==> src/logic/sens_macros.svh <==
`ifndef SENS_MACROS_SVH
`define SENS_MACROS_SVH

// pixel bus
`define SENS_DW         12      // bits per pixel, lfsr taps assume 12

// line geometry in MCLK clocks
`define SENS_LLINE      48      // full line period
`define SENS_NCOLS      16      // hact width
`define SENS_NBPF       4       // black pixel flag width
`define SENS_NGP1       2       // bpf fall to hact rise

// frame geometry
`define SENS_NROWS      4       // active rows
`define SENS_NROWB      1       // blank lines after vact rise
`define SENS_NROWA      1       // blank lines before vact fall
`define SENS_NVLO       3       // vact low time between video frames, clocks

// readout trigger to vact, whole lines
`define SENS_TRIGDLY    2

// random pattern start value, reloaded every frame
`define SENS_LFSR_SEED  12'hACE

// after-hact gap is what is left of the line
// LLINE - NBPF - NGP1 - NCOLS must stay positive
// and NROWA*LLINE must exceed that gap

`endif

==> src/logic/sens_pkg.sv <==
`default_nettype none

package sens_pkg;

   // line/frame timing states
   typedef enum logic [3:0] {
      st_stop,         // idle, waiting for trigger
      st_pre_vact,     // trigger delay
      st_first_line,   // blank lines before first row
      st_bpf,          // black pixels
      st_pre_hact,     // gap bpf -> hact
      st_hact,         // active pixels
      st_after_hact,   // rest of line
      st_last_line,    // blank lines after last row
      st_frame_gap     // vact low, video mode only
   } sens_state_t;

   // pixel data source
   typedef enum logic {
      pat_ramp,        // row*256 + col
      pat_random       // 12-bit lfsr
   } sens_pattern_t;

endpackage

`default_nettype wire

==> src/logic/sens_frame_fsm.sv <==
`timescale 1ns/1ps
`default_nettype none
`include "sens_macros.svh"

module sens_frame_fsm import sens_pkg::*; (
   input  wire         MCLK,
   input  wire         c,
   input  wire         start,        // trigger strobe
   input  wire         hold,         // array reset level
   input  wire         video_mode,   // 1: free-running frames
   output logic        raw_bpf,
   output logic        raw_hact,
   output logic        raw_vact,
   output logic        frame_start,  // one clock at vact rise
   output logic [11:0] row,          // completed active lines
   output logic [11:0] col           // pixel index in hact
);

   // state durations in clocks
   localparam int T_PRE_VACT = `SENS_TRIGDLY * `SENS_LLINE;
   localparam int T_FIRST    = `SENS_NROWB * `SENS_LLINE;
   localparam int T_BPF      = `SENS_NBPF;
   localparam int T_PRE_HACT = `SENS_NGP1;
   localparam int T_HACT     = `SENS_NCOLS;
   localparam int T_AFTER    = `SENS_LLINE - `SENS_NBPF - `SENS_NGP1 - `SENS_NCOLS;
   localparam int T_LAST     = `SENS_NROWA * `SENS_LLINE - T_AFTER;  // after-hact already spent

   sens_state_t state;
   logic [15:0] cnt;   // clocks left in state, minus one

   // counter load for a state lasting n clocks
   function automatic logic [15:0] ld(input int n);
      return 16'(n - 1);
   endfunction

   always_ff @(posedge MCLK or posedge c) begin
      if (c) begin
         state       <= st_stop;
         cnt         <= '0;
         raw_bpf     <= 1'b0;
         raw_hact    <= 1'b0;
         raw_vact    <= 1'b0;
         frame_start <= 1'b0;
         row         <= '0;
         col         <= '0;
      end else if (hold) begin   // array reset, everything stops
         state       <= st_stop;
         cnt         <= '0;
         raw_bpf     <= 1'b0;
         raw_hact    <= 1'b0;
         raw_vact    <= 1'b0;
         frame_start <= 1'b0;
         row         <= '0;
         col         <= '0;
      end else begin
         frame_start <= 1'b0;
         if (state == st_hact) col <= col + 12'd1;   // next pixel
         if (cnt != 16'd0) begin
            cnt <= cnt - 16'd1;
         end else begin
            case (state)
               st_stop: begin
                  if (start) begin   // trigger only taken when idle
                     state <= st_pre_vact;
                     cnt   <= ld(T_PRE_VACT);
                  end
               end
               st_pre_vact, st_frame_gap: begin
                  raw_vact    <= 1'b1;
                  frame_start <= 1'b1;
                  row         <= '0;   // new frame
                  state       <= st_first_line;
                  cnt         <= ld(T_FIRST);
               end
               st_first_line: begin
                  raw_bpf <= 1'b1;
                  state   <= st_bpf;
                  cnt     <= ld(T_BPF);
               end
               st_bpf: begin
                  raw_bpf <= 1'b0;
                  state   <= st_pre_hact;
                  cnt     <= ld(T_PRE_HACT);
               end
               st_pre_hact: begin
                  raw_hact <= 1'b1;
                  col      <= '0;   // first pixel of line
                  state    <= st_hact;
                  cnt      <= ld(T_HACT);
               end
               st_hact: begin
                  raw_hact <= 1'b0;
                  row      <= row + 12'd1;   // line done
                  state    <= st_after_hact;
                  cnt      <= ld(T_AFTER);
               end
               st_after_hact: begin
                  if (row == 12'(`SENS_NROWS)) begin
                     state <= st_last_line;   // trailing blank lines
                     cnt   <= ld(T_LAST);
                  end else begin
                     raw_bpf <= 1'b1;   // next line
                     state   <= st_bpf;
                     cnt     <= ld(T_BPF);
                  end
               end
               st_last_line: begin
                  raw_vact <= 1'b0;
                  if (video_mode) begin
                     state <= st_frame_gap;
                     cnt   <= ld(`SENS_NVLO);
                  end else begin
                     state <= st_stop;   // still mode, wait for aro_n
                  end
               end
               default: state <= st_stop;
            endcase
         end
      end
   end

   // flags are mutually exclusive
   a_bpf_hact_excl : assert property (@(posedge MCLK) disable iff (c)
      !(raw_bpf && raw_hact))
      else $error("sens_frame_fsm: raw_bpf and raw_hact both high");

   // hact width is exactly one row of pixels
   a_hact_width : assert property (@(posedge MCLK) disable iff (c || hold)
      $rose(raw_hact) |-> raw_hact [*`SENS_NCOLS] ##1 !raw_hact)
      else $error("sens_frame_fsm: hact width differs from SENS_NCOLS");

endmodule

`default_nettype wire

==> src/logic/sens_pixel_gen.sv <==
`timescale 1ns/1ps
`default_nettype none
`include "sens_macros.svh"

module sens_pixel_gen import sens_pkg::*; (
   input  wire                    MCLK,
   input  wire                    c,
   input  wire sens_pattern_t     pattern,
   input  wire                    raw_bpf,
   input  wire                    raw_hact,
   input  wire                    raw_vact,
   input  wire                    frame_start,
   input  wire [11:0]             row,
   input  wire [11:0]             col,
   output logic [`SENS_DW-1:0]    d,
   output logic                   bpf,
   output logic                   hact,
   output logic                   vact,
   output logic                   vact_start
);

   logic [`SENS_DW-1:0] lfsr;       // random pattern state
   logic                lfsr_fb;
   logic [`SENS_DW-1:0] ramp_val;
   logic [`SENS_DW-1:0] pix;

   // x^12 + x^11 + x^10 + x^4 + 1
   assign lfsr_fb  = lfsr[11] ^ lfsr[10] ^ lfsr[9] ^ lfsr[3];
   assign ramp_val = {row[3:0], 8'h00} + col;   // row*256 + col, wraps at 4096
   assign pix      = (pattern == pat_ramp) ? ramp_val : lfsr;

   always_ff @(posedge MCLK or posedge c) begin
      if (c) begin
         lfsr <= `SENS_LFSR_SEED;
      end else if (frame_start) begin
         lfsr <= `SENS_LFSR_SEED;   // same sequence every frame
      end else if (raw_hact) begin
         lfsr <= {lfsr[10:0], lfsr_fb};   // one step per pixel
      end
   end

   // single output stage, 1 clock latency for data and flags
   always_ff @(posedge MCLK or posedge c) begin
      if (c) begin
         d          <= '0;
         bpf        <= 1'b0;
         hact       <= 1'b0;
         vact       <= 1'b0;
         vact_start <= 1'b0;
      end else begin
         d          <= raw_hact ? pix : '0;   // black pixels and blanking read 0
         bpf        <= raw_bpf;
         hact       <= raw_hact;
         vact       <= raw_vact;
         vact_start <= frame_start;
      end
   end

   // bus is quiet outside active pixels
   a_d_quiet : assert property (@(posedge MCLK) disable iff (c)
      !hact |-> (d == '0))
      else $error("sens_pixel_gen: d nonzero with hact low, d=%h", d);

endmodule

`default_nettype wire

==> src/logic/sens_top.sv <==
`timescale 1ns/1ps
`default_nettype none
`include "sens_macros.svh"

module sens_top import sens_pkg::*; (
   input  wire                  MCLK,
   input  wire                  c,            // async reset, active high
   input  wire                  aro_n,        // readout trigger
   input  wire                  arst_n,       // array reset
   input  wire                  video_mode,   // 0 still, 1 video
   input  wire sens_pattern_t   pattern,
   output wire [`SENS_DW-1:0]   d,
   output wire                  bpf,
   output wire                  hact,
   output wire                  vact,
   output wire                  vact_start
);

   wire        start;         // trigger strobe
   wire        hold;          // array reset, synced
   wire        raw_bpf;
   wire        raw_hact;
   wire        raw_vact;
   wire        frame_start;
   wire [11:0] row;
   wire [11:0] col;

   // pin synchronizers
   sens_trigger u_trigger (
      .MCLK   (MCLK),
      .c      (c),
      .aro_n  (aro_n),
      .arst_n (arst_n),
      .start  (start),
      .hold   (hold)
   );

   // line and frame timing
   sens_frame_fsm u_frame_fsm (
      .MCLK        (MCLK),
      .c           (c),
      .start       (start),
      .hold        (hold),
      .video_mode  (video_mode),
      .raw_bpf     (raw_bpf),
      .raw_hact    (raw_hact),
      .raw_vact    (raw_vact),
      .frame_start (frame_start),
      .row         (row),
      .col         (col)
   );

   // pattern and output registers
   sens_pixel_gen u_pixel_gen (
      .MCLK        (MCLK),
      .c           (c),
      .pattern     (pattern),
      .raw_bpf     (raw_bpf),
      .raw_hact    (raw_hact),
      .raw_vact    (raw_vact),
      .frame_start (frame_start),
      .row         (row),
      .col         (col),
      .d           (d),
      .bpf         (bpf),
      .hact        (hact),
      .vact        (vact),
      .vact_start  (vact_start)
   );

endmodule

`default_nettype wire

==> src/logic/sens_trigger.sv <==
`timescale 1ns/1ps
`default_nettype none

module sens_trigger (
   input  wire  MCLK,
   input  wire  c,
   input  wire  aro_n,    // readout trigger pin, async, active low
   input  wire  arst_n,   // array reset pin, async, active low
   output logic start,    // one clock per aro_n fall
   output logic hold      // sensor held stopped
);

   logic aro_s1, aro_s2;   // two-flop sync
   logic aro_s3;           // previous synced level, for edge detect
   logic arst_s1, arst_s2;

   always_ff @(posedge MCLK or posedge c) begin
      if (c) begin
         aro_s1  <= 1'b1;   // pin idles high
         aro_s2  <= 1'b1;
         aro_s3  <= 1'b1;
         arst_s1 <= 1'b0;   // come out of reset still held
         arst_s2 <= 1'b0;
         start   <= 1'b0;
      end else begin
         aro_s1  <= aro_n;
         aro_s2  <= aro_s1;
         aro_s3  <= aro_s2;
         arst_s1 <= arst_n;
         arst_s2 <= arst_s1;
         start   <= aro_s3 & ~aro_s2;   // registered falling edge
      end
   end

   assign hold = ~arst_s2;

   // a held-low pin must not retrigger
   a_start_single : assert property (@(posedge MCLK) disable iff (c)
      start |=> !start)
      else $error("sens_trigger: start high on two consecutive clocks");

endmodule

`default_nettype wire

==> config.mk <==
export PLATFORM = sky130hd
export DESIGN_NAME = sens_top
export DESIGN_NICKNAME = d
export VERILOG_FILES = /design/src/logic/sens_pkg.sv /design/src/logic/sens_frame_fsm.sv /design/src/logic/sens_pixel_gen.sv /design/src/logic/sens_top.sv /design/src/logic/sens_trigger.sv
export VERILOG_INCLUDE_DIRS = /design/src /design/src/logic
export SDC_FILE = /design/constraint.sdc
export NUM_CORES = 1
export LEC_CHECK = 0
export ABC_AREA = 1
export CAP_MARGIN = 5
export CORE_UTILIZATION = 40
export CTS_CLUSTER_SIZE = 24
export DETAILED_ROUTE_END_ITERATION = 8
export DONT_BUFFER_PORTS = 1
export PLACE_DENSITY = 0.64
export SLEW_MARGIN = 20
export SYNTH_ARGS = -nofsm -noshare
export SYNTH_HDL_FRONTEND = slang
export SYNTH_SLANG_ARGS = --single-unit
export TNS_END_PERCENT = 1
==> constraint.sdc <==
create_clock -name MCLK -period 5.63 [get_ports MCLK]
set_input_delay 0.8445 -clock MCLK [delete_from_list [all_inputs] [get_ports MCLK]]
set_output_delay 0.8445 -clock MCLK [all_outputs]
set_load 0.01 [all_outputs]
Word-level counts from Yosys, hierarchy flattened
Cells that the tools add are included.

storage, ports and cells
  register bits = 82
  bits of input ports = 6
  output and inout bits = 16
  word-level logic and storage cells = 94

cells by class
  add/sub/neg operators = 4
  equal/unequal tests = 19
  multiplexer cells = 36
  bitwise logic cells = 5
  reduce and logical (&&, ||, !) cells = 10

operators with widths
  kind                                                    count
  case mux 16 bit (8 select lines)                        1
  2-to-1 mux 12 bit                                       10
  2-to-1 mux 16 bit                                       4
  case mux 4 bit (8 select lines)                         1
  adder 12 x 1 -> 12 bit, second input constant           2
  case mux 12 bit (2 select lines)                        1
  equality test 4 x 3 -> 1 bit, second input constant     4
  2-to-1 mux 4 bit                                        4
  nonzero test 16 bit                                     1
  subtractor 16 x 1 -> 16 bit, second input constant      1
  adder 12 bit                                            1
  equality test 12 x 3 -> 1 bit, second input constant    1
  2-to-1 mux 1 bit                                        10
  inequality test 10 x 1 -> 1 bit, second input constant  1
  inequality test 3 x 1 -> 1 bit, second input constant   3
  equality test 4 x 2 -> 1 bit, second input constant     2
  inequality test 4 x 3 -> 1 bit, second input constant   2
  AND reduction 2 bit                                     4
  inequality test 3 bit, second input constant            2
  AND reduction 3 bit                                     2
  2-to-1 mux 5 bit                                        1
  equality test 4 x 1 -> 1 bit, second input constant     1
  equality test 4 bit, second input constant              1
  logical NOT 4 bit                                       1
  10 further kinds                                        13

Longest topological paths before layout
Gate-level depths: netlist (run 1).

  depth after elaboration = 5
  mapped depth = 11
  mapped depth without buffers = 11

Hierarchy
From an unflattened synthesis (run 1), not the netlist that was laid out.

second synthesis, totals
  cells, all modules = 603
  area total of the unflattened synthesis = 4570.6 µm²

by module, submodules not included
  module          times used  cells an instance  area each (µm²)  seq. area each (µm²)
  sens_frame_fsm  1           468                3171.8           1201.2
  sens_pixel_gen  1           125                1227.4           709.4
  sens_trigger    1           10                 171.4            153.9

Least setup slack after synthesis (run 1)
Ideal clock, no wire load.

  path kind = reg2reg
  from = register u_frame_fsm.cnt[0]
  to = register u_frame_fsm.col[9]
  setup time = 0.120 ns
  data arrival time = 1.479 ns
  data required time = 5.510 ns
  path slack = 4.031 ns
  cell stages (with the launch flop) = 11
  path buffers = 1
  period minus slack after synthesis = 1.599 ns
  path through = dfrtp_1 inv_1 ha_1 nand3_1 nor2_1 nand2_4 nand2_8 inv_2 nor2_4 buf_6 nor2_1

on the way
  cells in the longest elaborated chain, start to end = 3

RTL lines
  element                 RTL line              text
  start, declared         sens_frame_fsm.sv:29  logic [15:0] cnt;
  start signal, assigned  sens_frame_fsm.sv:59  cnt <= cnt - 16'd1;
  start signal, assigned  sens_frame_fsm.sv:65  cnt <= ld(T_PRE_VACT);
  start signal, assigned  sens_frame_fsm.sv:73  cnt <= ld(T_FIRST);
  nonzero test 16 bit     sens_frame_fsm.sv:58  if (cnt != 16'd0) begin
  2-to-1 mux 12 bit       sens_frame_fsm.sv:58
  2-to-1 mux 12 bit       sens_frame_fsm.sv:46  end else if (hold) begin
  end signal, assigned    sens_frame_fsm.sv:57  if (state == st_hact) col <= col + 12'd1;
  end, declared           sens_frame_fsm.sv:16  output logic [11:0] col

Every way passes these cells.
A chain may end at the register's enable or synchronous reset.

Worst setup path in the final report (run 1)
  from = register u_frame_fsm.state[3]
  to = register u_frame_fsm.col[11]

on the way
  cells in the longest elaborated chain, start to end = 5
  elaborated cells between the ends (all ways) = 6
  those cells by class = 2 x eq/ne; 4 x mux

RTL lines
  element                       RTL line              text
  start, declared               sens_frame_fsm.sv:28  sens_state_t state;
  start signal, assigned        sens_frame_fsm.sv:38  state <= st_stop;
  start signal, assigned        sens_frame_fsm.sv:47  state <= st_stop;
  start signal, assigned        sens_frame_fsm.sv:64  state <= st_pre_vact;
  equality test 4 x 3 -> 1 bit  sens_frame_fsm.sv:57
  2-to-1 mux 12 bit             sens_frame_fsm.sv:57
  2-to-1 mux 12 bit             sens_frame_fsm.sv:61  case (state)
  2-to-1 mux 12 bit *           sens_frame_fsm.sv:58
  2-to-1 mux 12 bit *           sens_frame_fsm.sv:46

Every way passes the cells marked *; elsewhere a longest branch is shown, timed or not.

==> results of run 1 <==
how the worst max path moves through the flow:
stage | start | end | slack, ns | depth (start not counted)
3_5_place_dp | u_frame_fsm.state[3] | u_frame_fsm.col[11] | 3.55 | 10
4_1_cts | u_frame_fsm.state[3] | u_frame_fsm.col[11] | 3.53 | 10
5_1_grt | u_frame_fsm.state[3] | u_frame_fsm.col[11] | 3.31 | 9
3_3_place_gp | u_frame_fsm.state[3] | u_frame_fsm.col[11] | 3.68 | 10
6_report | u_frame_fsm.state[3] | u_frame_fsm.col[11] | 3.56 | 10
2_1_floorplan | c | u_frame_fsm.cnt[0] | 2.69 | 1
power by group through the flow:
stage	logic [W]	registers (W)	clock network [W]
detailed placement	0.000645	0.000851	0
global route	0.000746	0.000857	0.000494
finish	0.000645	0.000838	0.000454
global placement	0.000634	0.000847	0
floorplan	0.000544	0.000817	0
CTS	0.000649	0.000839	0.000467
stage by stage:
| stage | utilization, % | cell area (sq um) | power (W) | hold WS (ns) | worst slack [ns] |
|---|---|---|---|---|---|
| 2_1_floorplan | - | 4350 | 0.00136 | 0.331 | 2.69 |
| 6_report | 44.8 | 4670 | 0.00194 | 0.356 | 3.56 |
| 5_1_grt | 44.8 | 4670 | 0.00210 | 0.361 | 3.31 |
| 4_1_cts | 44.8 | 4660 | 0.00195 | 0.358 | 3.53 |
| 3_3_place_gp | 42.8 | 4460 | 0.00148 | 0.345 | 3.68 |
| 3_5_place_dp | 42.8 | 4460 | 0.00150 | 0.337 | 3.55 |
flip-flops by register name, indices dropped and copies added, names as in the netlist, 4 cells and up:
name,count
u_frame_fsm.row,12
u_frame_fsm.cnt,16
u_pixel_gen.lfsr,12
u_frame_fsm.col,12
u_frame_fsm.state,4
u_pixel_gen.d,12
cell usage after synthesis (7+ instances only):
| cell | number |
|---|---|
| nor3_1 | 12 |
| inv_1 | 66 |
| dfstp_2 | 10 |
| o21ai_1 | 9 |
| nand2_1 | 115 |
| dfrtp_1 | 72 |
| ha_1 | 8 |
| nand4_1 | 15 |
| a21oi_1 | 26 |
| o21ai_0 | 32 |
| nand3_1 | 31 |
| xor2_1 | 11 |
| nor2_1 | 77 |
| xnor2_1 | 8 |
| a22oi_1 | 7 |
cells by family after synthesis:
| family | after synthesis | share of synthesized area [%] |
|---|---|---|
| DFF | 82 | 47.4 |
| AOI/OAI and AO/OA | 84 | 10.5 |
| and+or+nand+nor | 269 | 27.6 |
| buffers and inverters | 82 | 7.85 |
| xor gates and xnor gates | 19 | 3.82 |
| adders and majority gates | 9 | 2.76 |
cell usage in the layout (no fill, tap or decap), types with 2 or more instances in the layout:
cell type and n:
a21oi_1 26, a22oi_1 7, clkbuf_8 9, clkinv_2 2, dfrtp_1 72, dfstp_2 10
ha_1 8, inv_1 65, inv_2 5, inv_6 2, inv_8 2, nand2_1 115
nand2_2 2, nand2_4 2, nand3_1 31, nand3_2 2, nand4_1 15, nor2_1 77
nor2_2 5, nor2_4 2, nor3_1 12, o21ai_0 32, o21ai_1 9, o21bai_1 2
o22ai_1 5, or2_2 3, xnor2_1 8, xor2_1 11
per-layer routing:
layer	global-route usage [%]	part of all wire, %
met1	24.5	49
met2	26.7	45
met3	3.49	4.3
met4	6.35	1.6
met5	0	0
layout make-up:
| type | count | area [sq um] | share of cell area, % |
|---|---|---|---|
| multi-input combinational | 381 | 1950 | 41.7 |
| clock inverter | 7 | 82.6 | 1.77 |
| inverter | 71 | 268 | 5.74 |
| sequential | 82 | 2060 | 44.2 |
| clock buffer | 9 | 124 | 2.65 |
| tap | 136 | 170 | 3.65 |
| timing repair buffer | 1 | 11.3 | 0.241 |
==> metrics.md, run 1 <==
| Metric | Value |
|---|---|
| DR WL/cell | 13.0 um |
| Initial Utilization | 41.8% |
| Syn Std Cell Area | 4350 sq um |
| DRT antenna net count | 0 |
| Overflow after GRT | 0 |
| Synth Flop Type | dfrtp_1 |
| Final Hold Viols | 0 |
| Startpoint types | flip-flop |
| Global Route Usage Sum | 17.5% |
| Top post-synthesis cells by area | dfrtp_1 41%, nand2_1 9.9%, nor2_1 6.6% |
| Layout cells sized above 1 | 9.26% |
| Post-Syn Instances | 545 |
| Clk sinks | 82 |
| Worst-Margin Slew | 0.732 ns |
| Fin crit share | 36.8% |
| Maxcap violations | 0 |
| Vias after detailed routing | 3476 |
| Worst-case clock buffer depth | 2 |
| Rel. slew slack | 51.2% |
| Row cnt | 37 |
| Fmax | 482 MHz |
| Core box area | 10400 sq um |
| CP max stage cell | dfrtp_1 |
| Die area | 11300 sq um |
| Area Growth Syn to Fin | 7.21% |
| Crit end category | flip-flop |
| Diodes inserted | 0 |
| Pint | 0.00117 W |
| Synth Area per Inst | 7.99 sq um |
| DRT iter0 DRCs | 195 |
| CTS tree | done |
| Mapped Nets | 560 |
| Crit-path max cell delay | 0.43 ns |
| Setup bufs post-CTS | 0 |
| Resize count post-CTS | 0 |
| Height of the chip | 106 um |
| CTS Buf Count | 9 |
| RSZ-0062 raised after global routing | no |
| Largest net degree at the start of global routing | 83 |
| NetSw | 0.000767 W |
| Switch share | 39.6% |
| Number of synthesized register bits | 82 |
| Top cell type's share of synthesized area | 41.4% |
| Detailed Route WL | 8920 um |
| Clock share of power | 23.4% |
| CP dominant cell by count | nand2_1 |
| Worst Path Buf+Inv | 3 |
| Final setup fails | 0 |
| Fin nets | 561 |
| Hold Crit Depth | 0 |
| Worst hold path class | flip-flop to flip-flop |
| Remaining DRCs | 0 |
| Yosys warnings | 0 |
| Via density | 5.06 |
| Pwr per Cell Area | 415 nW/um^2 |
| Final setup TNS | 0 ns |
| Post-synthesis sequential area ratio | 47.4% |
| Vias in the first global route | 3335 |
| Crit path max fanout | 13 |
| CP required | 5.87 ns |
| Yosys top cell by area | dfrtp_1 |
| Clock latency at the later pin of the worst-skew pair | 0.36 ns |
| H-tree Lvls | 3 |
| Worst R2R Start | u_frame_fsm.state[3] |
| Final Max Slew Viols | 0 |
| Inst Count DP | 671 |
| Root buffer cell | clkbuf_8 |
| Clock Pin Slew Worst Setup and Hold Paths | 0.09 ns |
| Detail Placement HPWL | 6460 um |
| Post-route minimum period | 2.07 ns |
| Worst R2R Setup Slack | 3.56 ns |
| GPL Wtd Cong | 0.897 |
| I/O pins | 22 |
| Non-filler cells, final | 687 |
| PortBufs | 0 |
| Logic pwr share | 33.3% |
| Seq pwr share | 43.3% |
| Worst Clk Skew | 0.0194 ns |
| Status | finished clean |
| WHS Endpoint | u_trigger.arst_s2 |
| Worst path top cell family by delay | simple AND/OR/NAND/NOR gates |
| First-pass GRT wire length | 15800 um |
| Fill count | 1048 |
| Peak VDD IR | 0.174 mV |
| Hold path startpoint | u_trigger.arst_s1 |
| Initial antenna violation count | 0 |
| Standby leakage power | 2.27 nW |
| Die Wd | 106 um |
| Post-synth ARST share | 100% |
| Worst Reg-to-Reg Cells | 10 |
| Worst EP arrival | 2.31 ns |
| CP cell instances | inv_2 -> nand2_2 -> inv_2 -> nand2_1 -> inv_1 -> nand2_1 -> nor2_2 -> nand3_1 -> nand2_1 -> a21oi_1 |
| R2r endpoint | u_frame_fsm.col[11] |
| Setup CP Type | flip-flop to flip-flop |
| Drt pass-1 iters | 7 |
| Number of synthesized flops with an enable pin | 0 |
| Synth unique cells | 34 |
| # hold bufs at CTS | 0 |
(Power assumes the default switching activity.)
==> run 2, diff against run 1 <==
Clock period 5.63 ns to 2 ns, I/O delays scaled along.
==> run 2 against run 1 <==
  * Count of clock-buffer cells in the layout increased by 1
  * Register-to-register slack got worse by 3.4 ns
  * Hold slack got worse by 0.33 ns
  * Die area unchanged
  * Via count increased by 0.95%
  * Sequential cell count unchanged
  * Global-route usage about the same
  * Combinational power increased to 3.0 times the previous value
  * Critical path type unchanged
  * Largest cell class unchanged
==> metrics.md, run 2 (synthesis gave the netlist of run 1 again) <==
| Metric | Value |
|---|---|
| Drt pass-1 iters | 5 |
| Fin crit share | 91.0% |
| Row cnt | 37 |
| Fin util | 46.2% |
| Remaining DRCs | 0 |
| Height of the chip | 106 um |
| H-tree Lvls | 3 |
| Worst R2R Start | u_frame_fsm.cnt[0] |
| Worst-case clock buffer depth | 2 |
| R2r endpoint | u_frame_fsm.col[7] |
| Rel. slew slack | 59.6% |
| Flip-flop count of the largest register after layout | 16 |
| Die area | 11300 sq um |
| Clk sinks | 82 |
| Peak VDD IR | 0.511 mV |
| Final setup TNS | 0 ns |
| DRT iter0 DRCs | 165 |
| Register Area | 2070 sq um |
| Commonest non-fill, non-tap cell in the layout | nand2_1 |
| Pwr per Cell Area | 1170 nW/um^2 |
| Biggest register | u_frame_fsm.cnt |
| Standby leakage power | 2.33 nW |
| Core box area | 10400 sq um |
| Die Wd | 106 um |
| Hold Crit Depth | 1 |
| CP startpoint | u_frame_fsm.cnt[0] |
| Vias after detailed routing | 3509 |
| Worst Clk Skew | 0.0129 ns |
| Commonest cells after routing, fill and taps aside | 115 x nand2_1, 76 x nor2_1, 71 x dfrtp_1, 65 x inv_1, 32 x o21ai_0 |
| Area occupied by multi-input gates | 1950 sq um |
| Hold path startpoint | pattern |
| RSZ-0062 raised after global routing | no |
| Maxcap violations | 0 |
| Initial Utilization | 41.8% |
| Startpoint types | flip-flop |
| WHS Endpoint | u_pixel_gen.d[5] |
| Overflow after GRT | 0 |
| Worst hold path class | primary input to flip-flop |
| Worst R2R Setup Slack | 0.18 ns |
| CTS Buf Count | 9 |
| Status | finished clean |
| Worst-Margin Slew | 0.605 ns |
| Crit end category | flip-flop |
| Vias in the first global route | 3336 |
| Fin nets | 573 |
| Clock latency at the later pin of the worst-skew pair | 0.36 ns |
| PortBufs | 0 |
| Root buffer cell | clkbuf_8 |
| Worst EP arrival | 2.07 ns |
| Global Route Usage Sum | 17.5% |
| Finished Cell Area | 4810 sq um |
| Detailed Route WL | 9120 um |
| Area Growth Syn to Fin | 10.5% |
| First-pass GRT wire length | 15600 um |
| Final Max Slew Viols | 0 |
| GPL Wtd Cong | 0.855 |
| Dpl cell area | 4540 sq um |
| I/O pins | 22 |
| Final setup fails | 0 |
| Final Hold Viols | 0 |
| CTS tree | done |
| Fill count | 1023 |
| Diodes inserted | 0 |
| Post-route minimum period | 1.82 ns |
| Initial antenna violation count | 0 |
| DR WL/cell | 13.0 um |
| Crit path max fanout | 10 |
| Detail Placement HPWL | 6710 um |
| CP required | 2.26 ns |
| Setup CP Type | flip-flop to flip-flop |
| Largest net degree at the start of global routing | 34 |
| Via density | 5.02 |
| Layout cells sized above 1 | 11.0% |
| Worst Reg-to-Reg Cells | 10 |
| Clock Pin Slew Worst Setup and Hold Paths | 0.09 ns |
| DRT antenna net count | 0 |
| Fmax | 550 MHz |
run 2: cell count changes in the layout (fill, tap and decap cells not counted), moves of 2 or more:
cell	before	now
inv_8	2	0
buf_4	0	8
buf_12	0	2
inv_6	2	0
dlygate4sd3_1	0	3
clkinv_4	0	3
run 2: final cells by class:
type,instances,area share (%)
multi-input cells,381,40.6
clock buffers,10,2.65
inverters,71,5.67
flip-flops and latches,82,43.0
well taps,136,3.54
clock inverters,6,1.90
repair buffers,13,2.71
run 2: worst max-delay path by stage:
stage                      endpoint  slack [ns]  depth (start not counted)
2_1_floorplan    u_frame_fsm.col[9]        0.40                         10
5_1_grt          u_frame_fsm.col[9]        0.01                         10
4_1_cts        u_frame_fsm.raw_hact        0.04                         10
3_3_place_gp     u_frame_fsm.row[9]        0.19                         11
6_report         u_frame_fsm.col[7]        0.18                         10
3_5_place_dp   u_frame_fsm.raw_hact        0.06                         10
run 2: critical path, stage by stage, from the launching register on:
cell     delay, ns
dfrtp_2       0.45
inv_1         0.11
ha_2          0.21
nand3_1       0.09
nor2_2        0.16
nand2_4       0.12
nand2_8       0.12
inv_2         0.08
nor2_4        0.14
buf_4         0.17
nor2_1        0.06
run 2: stage by stage:
stage          power (W)  hold slack [ns]  setup WS (ns)  instances
2_1_floorplan    0.00383            0.304          0.401        545
3_3_place_gp     0.00421            0.274          0.193        678
3_5_place_dp     0.00424            0.281         0.0552        678
4_1_cts          0.00560          0.00571         0.0426        697
5_1_grt          0.00603          0.00868         0.0140        699
6_report         0.00561           0.0230          0.181        699
run 2: timing repair:
action | CTS | global route
endpoints found under the setup margin | 0 | 24
gates resized for setup | 0 | 4
buffers inserted | 0 | 2
hold endpoints to repair | 22 | 0
hold buffers | 3 | 0
run 2: report_power, final:
part	internal, W	switching [W]	total, W
Combinational	0.000687	0.00123	0.00191
Clock	0.000708	0.000622	0.00133
Sequential	0.00206	0.000299	0.00236
run 2: routing by layer:
layer / vias up / part of all wire (%) / global-route usage [%] / wire [um]
li1: 1787 / - / - / -
met1: 1637 / 49 / 23.0 / 4460
met2: 73 / 46 / 28.4 / 4180
met3: 12 / 3.9 / 3.43 / 354
met4: 0 / 1.4 / 6.65 / 130
met5: - / 0 / 0 / 0
